## src/atri_board_pkg.sv

```systemverilog
package atri_board_pkg;

	////////////////////////////////////////////////////////////
	// Daughterboard geometry
	////////////////////////////////////////////////////////////

	// Daughterboard slots on the carrier
	localparam int NUM_DAUGHTERS = 4;

	// Sense channels per board
	// Order is DDA, TDA, DRSV9, DRSV10
	localparam int NUM_SENSE = 4;

	// TDA power gates trigger channels 0-3
	localparam int SENSE_TDA = 1;
	// DRSV9 power gates trigger channels 4-7
	localparam int SENSE_DRSV9 = 2;

	// Trigger lines from each board
	localparam int TRIG_PER_DB = 8;

	////////////////////////////////////////////////////////////
	// Status types
	////////////////////////////////////////////////////////////

	// One bit per sense channel
	typedef logic [NUM_SENSE-1:0] sense_vec_t;

	// Channel s keeps power at bit 2s+1 and present at bit 2s
	typedef logic [2*NUM_SENSE-1:0] db_status_t;

endpackage

```

## src/atri_trig_pkg.sv

```systemverilog
package atri_trig_pkg;

	////////////////////////////////////////////////////////////
	// Level-4 sources
	////////////////////////////////////////////////////////////

	localparam int NUM_L4 = 5;

	// Source index in every level-4 vector
	localparam int L4_RF0   = 0;
	localparam int L4_RF1   = 1;
	localparam int L4_SOFT  = 2;
	localparam int L4_TIMED = 3;
	localparam int L4_EXT   = 4;

	// Address width for the info readout
	localparam int NL4_BITS = 3;

	// Readout word width
	localparam int INFO_BITS = 32;

	// Entries per info FIFO
	localparam int INFO_DEPTH = 4;

	// External trigger dead time in microsecond ticks
	localparam int EXT_HOLDOFF_TICKS = 3;

	////////////////////////////////////////////////////////////
	// Record types
	////////////////////////////////////////////////////////////

	typedef logic [NUM_L4-1:0] l4_vec_t;
	// Byte d is daughter d, bit c of it is channel c
	typedef logic [3:0][7:0] rf_info_t;
	typedef logic [7:0] soft_info_t;

endpackage

```

## src/db_status_tracker.sv

```systemverilog
`timescale 1ns/1ps

module db_status_tracker import atri_board_pkg::*; (
	input  logic                           irs_clk_i,
	input  logic                           rst_n_i,
	// Per-board sense results
	input  sense_vec_t [NUM_DAUGHTERS-1:0] power_i,
	input  sense_vec_t [NUM_DAUGHTERS-1:0] present_i,
	input  sense_vec_t [NUM_DAUGHTERS-1:0] update_i,
	// Host has seen the change
	input  logic                           ack_i,
	output db_status_t [NUM_DAUGHTERS-1:0] status_o,
	output logic                           status_change_o
);

	db_status_t [NUM_DAUGHTERS-1:0] status_d;
	logic any_update;

	// Interleave power and present per sense channel
	always_comb begin
		for (int d = 0; d < NUM_DAUGHTERS; d++) begin
			for (int s = 0; s < NUM_SENSE; s++) begin
				status_d[d][2*s+1] = power_i[d][s];
				status_d[d][2*s]   = present_i[d][s];
			end
		end
	end

	// Update from any channel of any board
	assign any_update = |update_i;

	////////////////////////////////////////////////////////////
	// Status bytes and change flag
	////////////////////////////////////////////////////////////

	always_ff @(posedge irs_clk_i or negedge rst_n_i) begin
		if (!rst_n_i) begin
			status_o        <= '0;
			status_change_o <= 1'b0;
		end else begin
			status_o <= status_d;
			// A fresh update beats the acknowledge
			if (any_update) begin
				status_change_o <= 1'b1;
			end else if (ack_i) begin
				status_change_o <= 1'b0;
			end
		end
	end

	// Host only acknowledges a pending change
	a_ack_needs_flag: assert property (
		@(posedge irs_clk_i) disable iff (!rst_n_i)
		ack_i |-> status_change_o
	);

endmodule

```

## src/ext_trig_conditioner.sv

```systemverilog
`timescale 1ns/1ps

module ext_trig_conditioner import atri_trig_pkg::*; (
	input  logic irs_clk_i,
	input  logic rst_n_i,
	// Asynchronous external trigger
	input  logic trig_i,
	// One-cycle microsecond tick
	input  logic micro_ce_i,
	output logic trig_o
);

	typedef logic [$clog2(EXT_HOLDOFF_TICKS+1)-1:0] hold_cnt_t;

	logic [1:0] sync_q;
	logic level_q;
	logic edge_q;
	hold_cnt_t holdoff_cnt;
	logic holdoff_active;

	assign holdoff_active = (holdoff_cnt != '0);

	////////////////////////////////////////////////////////////
	// Synchronizer and edge detect
	////////////////////////////////////////////////////////////

	always_ff @(posedge irs_clk_i or negedge rst_n_i) begin
		if (!rst_n_i) begin
			sync_q  <= '0;
			level_q <= 1'b0;
			edge_q  <= 1'b0;
		end else begin
			sync_q  <= {sync_q[0], trig_i};
			level_q <= sync_q[1];
			// Rising edge of the synchronized level
			edge_q  <= sync_q[1] & ~level_q;
		end
	end

	// Holdoff window
	// Loaded on an accepted edge, counts down on ticks
	always_ff @(posedge irs_clk_i or negedge rst_n_i) begin
		if (!rst_n_i) begin
			trig_o      <= 1'b0;
			holdoff_cnt <= '0;
		end else begin
			trig_o <= edge_q & ~holdoff_active;
			if (edge_q && !holdoff_active) begin
				holdoff_cnt <= hold_cnt_t'(EXT_HOLDOFF_TICKS);
			end else if (micro_ce_i && holdoff_active) begin
				holdoff_cnt <= holdoff_cnt - hold_cnt_t'(1);
			end
		end
	end

	// Output is always a single-cycle pulse
	a_single_pulse: assert property (
		@(posedge irs_clk_i) disable iff (!rst_n_i)
		trig_o |=> !trig_o
	);

endmodule

```

## src/l4_trigger_gen.sv

```systemverilog
`timescale 1ns/1ps

module l4_trigger_gen import atri_board_pkg::*, atri_trig_pkg::*; (
	input  logic                                      irs_clk_i,
	input  logic                                      rst_n_i,
	// Single-ended trigger lines, one byte per board
	input  logic [NUM_DAUGHTERS-1:0][TRIG_PER_DB-1:0] trg_i,
	input  sense_vec_t [NUM_DAUGHTERS-1:0]            power_i,
	input  logic                                      soft_i,
	input  logic                                      timed_i,
	// Conditioned external pulse
	input  logic                                      ext_i,
	input  logic                                      sampling_i,
	input  logic                                      readout_ready_i,
	output l4_vec_t                                   l4_new_o,
	output logic                                      t1_o,
	output rf_info_t                                  rf_info_o
);

	rf_info_t power_mask;
	rf_info_t trg_masked;
	rf_info_t trg_rise;
	logic rf0_rise;
	logic rf1_rise;

	// Stage 1
	rf_info_t trg_s1;
	logic soft_s1;
	logic timed_s1;

	// Stage 2
	rf_info_t trg_s2;
	logic rf0_s2;
	logic rf1_s2;
	logic soft_s2;
	logic timed_s2;

	l4_vec_t l4_next;

	////////////////////////////////////////////////////////////
	// Power masking and edge detect
	////////////////////////////////////////////////////////////

	// Low half follows TDA power, high half follows DRSV9
	always_comb begin
		for (int d = 0; d < NUM_DAUGHTERS; d++) begin
			for (int c = 0; c < TRIG_PER_DB; c++) begin
				if (c < TRIG_PER_DB/2) begin
					power_mask[d][c] = power_i[d][SENSE_TDA];
				end else begin
					power_mask[d][c] = power_i[d][SENSE_DRSV9];
				end
			end
		end
	end

	assign trg_masked = trg_i & power_mask;

	// New high bits against the previous pattern
	assign trg_rise = trg_s1 & ~trg_s2;

	always_comb begin
		rf0_rise = 1'b0;
		rf1_rise = 1'b0;
		for (int d = 0; d < NUM_DAUGHTERS; d++) begin
			for (int c = 0; c < TRIG_PER_DB; c++) begin
				if (c < TRIG_PER_DB/2) begin
					rf0_rise = rf0_rise | trg_rise[d][c];
				end else begin
					rf1_rise = rf1_rise | trg_rise[d][c];
				end
			end
		end
	end

	// Soft and timed ride the same two stages as the RF path
	always_ff @(posedge irs_clk_i or negedge rst_n_i) begin
		if (!rst_n_i) begin
			trg_s1   <= '0;
			soft_s1  <= 1'b0;
			timed_s1 <= 1'b0;
			trg_s2   <= '0;
			rf0_s2   <= 1'b0;
			rf1_s2   <= 1'b0;
			soft_s2  <= 1'b0;
			timed_s2 <= 1'b0;
		end else begin
			trg_s1   <= trg_masked;
			soft_s1  <= soft_i;
			timed_s1 <= timed_i;
			trg_s2   <= trg_s1;
			rf0_s2   <= rf0_rise;
			rf1_s2   <= rf1_rise;
			soft_s2  <= soft_s1;
			timed_s2 <= timed_s1;
		end
	end

	////////////////////////////////////////////////////////////
	// Level-4 flags and T1
	////////////////////////////////////////////////////////////

	always_comb begin
		l4_next           = '0;
		l4_next[L4_RF0]   = rf0_s2;
		l4_next[L4_RF1]   = rf1_s2;
		l4_next[L4_SOFT]  = soft_s2;
		l4_next[L4_TIMED] = timed_s2;
		// External pulse is already late, so it joins here
		l4_next[L4_EXT]   = ext_i;
		if (!sampling_i) begin
			l4_next = '0;
		end
	end

	always_ff @(posedge irs_clk_i or negedge rst_n_i) begin
		if (!rst_n_i) begin
			l4_new_o <= '0;
			t1_o     <= 1'b0;
		end else begin
			l4_new_o <= l4_next;
			t1_o     <= (|l4_next) & readout_ready_i;
		end
	end

	// Pattern that goes with the RF flags
	always_ff @(posedge irs_clk_i) begin
		rf_info_o <= trg_s2;
	end

endmodule

```

## src/l4_info_fifo.sv

```systemverilog
`timescale 1ns/1ps

module l4_info_fifo #(
	parameter type payload_t = logic [7:0],
	parameter int  DEPTH     = 4
) (
	input  logic     irs_clk_i,
	input  logic     rst_n_i,
	input  logic     push_i,
	input  payload_t data_i,
	input  logic     pop_i,
	// Head entry, valid while avail_o is high
	output payload_t data_o,
	output logic     avail_o,
	// Sticky, a record was dropped
	output logic     overflow_o
);

	typedef logic [$clog2(DEPTH)-1:0]   ptr_t;
	typedef logic [$clog2(DEPTH+1)-1:0] cnt_t;

	payload_t mem [DEPTH];
	ptr_t wr_ptr;
	ptr_t rd_ptr;
	cnt_t count;
	logic full;
	logic do_push;
	logic do_pop;

	// Circular pointer step
	function automatic ptr_t ptr_next(input ptr_t ptr);
		if (ptr == ptr_t'(DEPTH-1)) begin
			return '0;
		end
		return ptr + ptr_t'(1);
	endfunction

	assign full    = (count == cnt_t'(DEPTH));
	assign avail_o = (count != '0);
	// Full drops the new record
	assign do_push = push_i & ~full;
	assign do_pop  = pop_i & avail_o;

	always_ff @(posedge irs_clk_i or negedge rst_n_i) begin
		if (!rst_n_i) begin
			wr_ptr     <= '0;
			rd_ptr     <= '0;
			count      <= '0;
			overflow_o <= 1'b0;
		end else begin
			if (do_push) begin
				wr_ptr <= ptr_next(wr_ptr);
			end
			if (do_pop) begin
				rd_ptr <= ptr_next(rd_ptr);
			end
			if (do_push && !do_pop) begin
				count <= count + cnt_t'(1);
			end else if (do_pop && !do_push) begin
				count <= count - cnt_t'(1);
			end
			if (push_i && full) begin
				overflow_o <= 1'b1;
			end
		end
	end

	always_ff @(posedge irs_clk_i) begin
		if (do_push) begin
			mem[wr_ptr] <= data_i;
		end
	end

	// First word falls through
	assign data_o = mem[rd_ptr];

	a_count_bound: assert property (
		@(posedge irs_clk_i) disable iff (!rst_n_i)
		count <= cnt_t'(DEPTH)
	);

endmodule

```

## src/trig_info_readout.sv

```systemverilog
`timescale 1ns/1ps

module trig_info_readout import atri_trig_pkg::*; (
	input  logic                 irs_clk_i,
	input  logic                 rst_n_i,
	input  l4_vec_t              l4_new_i,
	input  rf_info_t             rf_info_i,
	input  soft_info_t           soft_info_i,
	input  logic [NL4_BITS-1:0]  addr_i,
	input  logic                 rd_i,
	output logic [INFO_BITS-1:0] info_o,
	// Bit order rf0, rf1, soft
	output logic [L4_SOFT:0]     avail_o,
	output logic [L4_SOFT:0]     overflow_o
);

	// Soft info delayed to meet its level-4 flag
	soft_info_t soft_info_s1;
	soft_info_t soft_info_s2;
	soft_info_t soft_info_s3;

	rf_info_t rf0_head;
	rf_info_t rf1_head;
	soft_info_t soft_head;
	logic [L4_SOFT:0] sel;
	logic [L4_SOFT:0] pop;

	always_ff @(posedge irs_clk_i) begin
		soft_info_s1 <= soft_info_i;
		soft_info_s2 <= soft_info_s1;
		soft_info_s3 <= soft_info_s2;
	end

	// One-hot FIFO select, addresses past soft select nothing
	always_comb begin
		for (int i = 0; i <= L4_SOFT; i++) begin
			sel[i] = (addr_i == NL4_BITS'(i));
		end
	end

	assign pop = rd_i ? sel : '0;

	////////////////////////////////////////////////////////////
	// Info FIFOs
	////////////////////////////////////////////////////////////

	l4_info_fifo #(.payload_t(rf_info_t), .DEPTH(INFO_DEPTH)) u_rf0_fifo (
		.irs_clk_i  (irs_clk_i),
		.rst_n_i    (rst_n_i),
		.push_i     (l4_new_i[L4_RF0]),
		.data_i     (rf_info_i),
		.pop_i      (pop[L4_RF0]),
		.data_o     (rf0_head),
		.avail_o    (avail_o[L4_RF0]),
		.overflow_o (overflow_o[L4_RF0])
	);

	l4_info_fifo #(.payload_t(rf_info_t), .DEPTH(INFO_DEPTH)) u_rf1_fifo (
		.irs_clk_i  (irs_clk_i),
		.rst_n_i    (rst_n_i),
		.push_i     (l4_new_i[L4_RF1]),
		.data_i     (rf_info_i),
		.pop_i      (pop[L4_RF1]),
		.data_o     (rf1_head),
		.avail_o    (avail_o[L4_RF1]),
		.overflow_o (overflow_o[L4_RF1])
	);

	l4_info_fifo #(.payload_t(soft_info_t), .DEPTH(INFO_DEPTH)) u_soft_fifo (
		.irs_clk_i  (irs_clk_i),
		.rst_n_i    (rst_n_i),
		.push_i     (l4_new_i[L4_SOFT]),
		.data_i     (soft_info_s3),
		.pop_i      (pop[L4_SOFT]),
		.data_o     (soft_head),
		.avail_o    (avail_o[L4_SOFT]),
		.overflow_o (overflow_o[L4_SOFT])
	);

	// Empty or unused address reads back zero
	always_comb begin
		info_o = '0;
		if (sel[L4_RF0] && avail_o[L4_RF0]) begin
			info_o = INFO_BITS'(rf0_head);
		end else if (sel[L4_RF1] && avail_o[L4_RF1]) begin
			info_o = INFO_BITS'(rf1_head);
		end else if (sel[L4_SOFT] && avail_o[L4_SOFT]) begin
			// Soft record is zero-extended
			info_o = INFO_BITS'(soft_head);
		end
	end

	a_read_has_data: assert property (
		@(posedge irs_clk_i) disable iff (!rst_n_i)
		rd_i |-> (|(sel & avail_o))
	) else $warning("info read from empty FIFO or bad address %0d", addr_i);

endmodule

```

## src/atri_trig_core.sv

```systemverilog
`timescale 1ns/1ps

module atri_trig_core import atri_board_pkg::*, atri_trig_pkg::*; (
	input  logic                                      irs_clk_i,
	input  logic                                      rst_n_i,
	// Daughterboard sense
	input  sense_vec_t [NUM_DAUGHTERS-1:0]            db_power_i,
	input  sense_vec_t [NUM_DAUGHTERS-1:0]            db_present_i,
	input  sense_vec_t [NUM_DAUGHTERS-1:0]            db_update_i,
	input  logic                                      status_ack_i,
	// Trigger inputs
	input  logic [NUM_DAUGHTERS-1:0][TRIG_PER_DB-1:0] trg_i,
	input  logic                                      ext_trig_i,
	input  logic                                      micro_ce_i,
	input  logic                                      soft_trig_i,
	input  soft_info_t                                soft_info_i,
	input  logic                                      timed_trig_i,
	// Digitizer state
	input  logic                                      sampling_i,
	input  logic                                      readout_ready_i,
	// Info readout
	input  logic [NL4_BITS-1:0]                       info_addr_i,
	input  logic                                      info_rd_i,
	output db_status_t [NUM_DAUGHTERS-1:0]            status_o,
	output logic                                      status_change_o,
	output logic                                      t1_o,
	output l4_vec_t                                   l4_new_o,
	output logic [INFO_BITS-1:0]                      info_o,
	output logic [L4_SOFT:0]                          info_avail_o,
	output logic [L4_SOFT:0]                          info_overflow_o
);

	// Conditioned external pulse
	logic ext_flag;
	// Masked pattern for the RF FIFOs
	rf_info_t rf_info;

	db_status_tracker u_status (
		.irs_clk_i       (irs_clk_i),
		.rst_n_i         (rst_n_i),
		.power_i         (db_power_i),
		.present_i       (db_present_i),
		.update_i        (db_update_i),
		.ack_i           (status_ack_i),
		.status_o        (status_o),
		.status_change_o (status_change_o)
	);

	ext_trig_conditioner u_ext (
		.irs_clk_i  (irs_clk_i),
		.rst_n_i    (rst_n_i),
		.trig_i     (ext_trig_i),
		.micro_ce_i (micro_ce_i),
		.trig_o     (ext_flag)
	);

	l4_trigger_gen u_l4 (
		.irs_clk_i       (irs_clk_i),
		.rst_n_i         (rst_n_i),
		.trg_i           (trg_i),
		.power_i         (db_power_i),
		.soft_i          (soft_trig_i),
		.timed_i         (timed_trig_i),
		.ext_i           (ext_flag),
		.sampling_i      (sampling_i),
		.readout_ready_i (readout_ready_i),
		.l4_new_o        (l4_new_o),
		.t1_o            (t1_o),
		.rf_info_o       (rf_info)
	);

	trig_info_readout u_info (
		.irs_clk_i   (irs_clk_i),
		.rst_n_i     (rst_n_i),
		.l4_new_i    (l4_new_o),
		.rf_info_i   (rf_info),
		.soft_info_i (soft_info_i),
		.addr_i      (info_addr_i),
		.rd_i        (info_rd_i),
		.info_o      (info_o),
		.avail_o     (info_avail_o),
		.overflow_o  (info_overflow_o)
	);

endmodule

```

## config.mk

```make
export PLATFORM = sky130hd
export DESIGN_NAME = atri_trig_core
export DESIGN_NICKNAME = d
export VERILOG_FILES = /design/src/atri_board_pkg.sv /design/src/atri_trig_pkg.sv /design/src/db_status_tracker.sv /design/src/ext_trig_conditioner.sv /design/src/l4_trigger_gen.sv /design/src/l4_info_fifo.sv /design/src/trig_info_readout.sv /design/src/atri_trig_core.sv
export SDC_FILE = /design/constraint.sdc
export NUM_CORES = 1
export LEC_CHECK = 0
export ABC_AREA = 1
export BUFFER_PORTS_ARGS = -buffer_cell sky130_fd_sc_hd__clkbuf_2
export CAP_MARGIN = 25
export CORE_ASPECT_RATIO = 0.8
export CORE_UTILIZATION = 30
export CTS_CLUSTER_SIZE = 10
export DETAILED_ROUTE_END_ITERATION = 6
export GPL_TIMING_DRIVEN = 1
export SLEW_MARGIN = 30
export SYNTH_ARGS = -nofsm -noshare
export SYNTH_HDL_FRONTEND = slang
export SYNTH_SLANG_ARGS = --single-unit
```

## constraint.sdc

```tcl
create_clock -name irs_clk_i -period 3.4 [get_ports irs_clk_i]
set_input_delay 0.68 -clock irs_clk_i [delete_from_list [all_inputs] [get_ports irs_clk_i]]
set_output_delay 0.68 -clock irs_clk_i [all_outputs]
set_load 0.005 [all_outputs]
```

==> metrics.md <==
| Metric | Value |
|---|---|
| Actual slew at the worst max-slew pin | `0.949 ns` |
| Pre-antenna DRT Iters | `5` |
| Clock tree sinks | `484` |
| Area of the multi-input gates | `0.00367 mm2` |
| Synth Warn # | `0` |
| Sequential area share after synthesis | `approximately 73%` |
| Hold Crit Class | `in -> async` |
| Maximum vdd drop | `about 0.00047 V` |
| Number of DRC markers in iteration 0 | `635` |
| Fin area | `0.0215 mm2` |
| Layout area overhead | `18.6%` |
| XOR/XNOR share of the synthesized area | `0.290%` |
| Pwr/cell area | `788 mW/mm2` |
| Net Sw Power | `5400 uW` |
| Post-layout min period | `3.05 ns` |
| Post-DRT Antenna Nets | `0` |
| Area of placed instances | `approximately 0.02 mm2` |
| Post-Place Cells | `2518` |
| Most common cell after layout, fill and taps aside | `nand2_1` |
| Final setup violation count | `0` |
| Post-synth cell types | `28` |
| Simple-gate portion of the synthesized area | `15.0%` |
| Sw Share | `31.9%` |
| TritonCTS Buffers | `55` |
| H-tree depth | `2` |
| Fillers | `5840` |
| Int Pwr | `~12000 uW` |
| Final TNS setup | `0 ns` |
| Post-CTS Resized | `0` |
| Main combinational cell family by area after synthesis | `simple AND/OR/NAND/NOR gates` |
| Initial antenna violation count | `3` |
| Antenna diodes | `0` |
| Compound-cell area share of the yosys netlist | `under 10%` |
| Max Buffers Root-to-Sink | `3` |
| Required time of the critical path | `roughly 2.7 ns` |
| Per-cell routed wire length | `around 16 um` |
| Mapped Area | `0.0181 mm2` |
| Die Width | `around 280 um` |
| Post-synthesis cell count | `1593` |
| Max_slew headroom | `36.5%` |
| Hold_ws | `0.0818 ns` |
| Routability congestion estimate from global placement | `0.772` |
| Part of the power in registers | `44.5%` |
| Largest net degree at the start of global routing | `68` |
| Initial core utilization | `30.4%` |
| Die Y | `222 um` |
| Die area | `around 0.061 mm2` |
| Vias in the first global route | `11109` |
| Clock group share of total power | `31.2%` |
| Arr. time, crit path | `between 2 and 2.5 ns` |
| Clock Latency Late Sink | `0.59 ns` |
| Dpl hpwl | `26700 um` |
| #FFs+latches synth | `approximately 480` |
| Mux share of post-synthesis cell area | `0%` |
| Kind of critical path | `reg -> out` |
| CP endpoint kind | `primary output` |
| CTS tree | `yes` |
| Clock transition at the registers of the reported paths | `0.06 ns` |
| Startpoint types | `flop` |
| Layout cell share with drive strength beyond 1 | `between 10% and 20%` |
| Max FO, Critical Path | `67` |
| DR vias/cell | `between 4 and 5` |
| Lkg Pwr | `0.00954 uW` |
| CORE AREA | `just under 0.06 mm2` |
| Syn_nets | `1716` |
| Final worst-path cycle share | `89.7%` |
| Row count | `80` |
| Max Freq | `around 330 MHz` |
| IO Pins | `178` |
| Final Max Tran Viols | `0` |
| RSZ-0062 raised after global routing | `no` |
| Hold_buf cts | `0` |
| Postcts setup bufs | `0` |
| Outcome | `completed` |
| Clk_skew | `0.0161 ns` |
| First-pass GRT wire length | `63100 um` |
| Max-Cap Viols | `0` |
| Remaining DRCs | `0` |
| Vias | `11071` |
| GR Util All Layers | `13.4%` |
| Most frequent cells in the layout | `374 x nand2_1, 288 x edfxtp_1, 221 x nor2_1` |
| Hold Vio Cnt, Final | `0` |
| Non-Filler Instances | `2621` |
| Root buffer cell | `clkbuf_16` |
| Port Buf Inserts | `between 150 and 200` |
| Post-Synthesis Mean Instance Area | `11.4 um2` |
| Overflow left after global routing | `0` |
| Comb pwr share | `24.3%` |
| Final nets | `1919` |
| DRT Wirelength | `40900 um` |
| Sequential standard cell area | `0.0133 mm2` |
| Post-Synth Adder-Cell Area | `1.64%` |
worst max-delay path, stage by stage, from the launching register on:
cell and delay [ns]:
dfrtp_2 0.36, buf_4 0.60, nor2_1 0.13, nor2_1 0.12
o21ai_1 0.07, nand2_1 0.08, nand2_1 0.05, nand2_1 0.19
clkbuf_2 0.16
state kept, by name, indices dropped and copies added, names as in the netlist, 32 cells and up:
| name | cells |
|---|---|
| u_status.status_o | 32 |
| u_info.u_rf0_fifo.mem | 128 |
| u_info.u_soft_fifo.mem | 32 |
| u_l4.rf_info_o | 32 |
| u_info.u_rf1_fifo.mem | 128 |
| u_l4.trg_s1 | 32 |
| u_l4.trg_s2 | 32 |
power groups by stage:
stage,Clock [uW],Sequential [uW],Combinational [uW]
after floorplan,0,7560,2790
after global placement,0,7610,4140
after detailed placement,0,7650,4220
after CTS,5440,7540,4240
after global routing,5660,7620,4690
final,5280,7540,4110
per-stage QoR:
stage	setup slack [ns]	utilization, %	total power (uW)
after CTS	0.333	36.0	17200
final	0.350	36.0	16900
after global placement	0.687	33.3	11800
after detailed placement	0.678	33.3	11900
after global routing	0.160	36.0	18000
after floorplan	0.963	-	10400
routing by layer:
layer / GRT usage [%] / part of all wire, % / vias up
met5: 0 / 0 / -
met4: 5.25 / 2.8 / 0
met3: 2.13 / 4.7 / 66
met2: 22.4 / 48 / 239
met1: 17.3 / 45 / 5271
li1: - / - / 5495
synth_stat cells:
master / count / area share (%)
nor2_4: 1 / 0.062
clkbuf_1: 14 / 0.29
nor2_2: 2 / 0.069
nor2_1: 229 / 4.7
inv_2: 2 / 0.041
buf_4: 19 / 0.79
o21ai_1: 41 / 1.1
ha_1: 19 / 1.3
xor2_1: 2 / 0.097
edfxtp_1: 288 / 48
buf_1: 1 / 0.021
o21ai_0: 64 / 1.8
fa_1: 3 / 0.33
nand3b_1: 2 / 0.083
dfrtp_1: 140 / 19
buf_2: 19 / 0.53
xnor2_1: 4 / 0.19
o21a_1: 1 / 0.041
nand3_1: 69 / 1.9
a21oi_1: 4 / 0.11
dfxtp_1: 56 / 6.2
nor3_1: 2 / 0.055
nor4_1: 1 / 0.035
buf_6: 6 / 0.37
o21bai_1: 3 / 0.12
nand4_1: 9 / 0.31
nand2_1: 374 / 7.8
inv_1: 218 / 4.5
logic make-up (layout without fill, tap and decap cells):
| group | Yosys count | after routing |
|---|---|---|
| simple gates | 689 | 689 |
| flops | 484 | 484 |
| buf+inv | 279 | 528 |
| compound gates | 113 | 113 |
| fa+ha+maj | 22 | 22 |
| xor+xnor | 6 | 6 |
final timing paths:
| kind | startpoint | end | slack (ns) | depth (start not counted) |
|---|---|---|---|---|
| max | u_info.u_rf0_fifo.rd_ptr[0] | info_o[28] | 0.35 | 8 |
| min in group irs_clk_i | soft_info_i[5] | u_info.soft_info_s1[5] | 0.19 | 1 |
| min reg2reg | u_info.soft_info_s2[2] | u_info.soft_info_s3[2] | 0.32 | 0 |
| min | rst_n_i | u_status.status_o[0] | 0.08 | 1 |
| max reg2reg | u_info.u_rf1_fifo.count[0] | u_info.u_rf1_fifo.count[2] | 1.19 | 12 |
| max in group asynchronous | rst_n_i | u_status.status_o[27] | 2.46 | 2 |
cell type report:
type | instances | area share [%]
Clock inverter | 3 | 0.175
Multi-Input combinational cell | 830 | 17.1
Timing Repair Buffer | 205 | 5.25
Sequential cell | 484 | 61.8
Inverter | 220 | 3.85
Tap cell | 779 | 4.54
Clock buffer | 100 | 7.29
(Power assumes the default switching activity.)
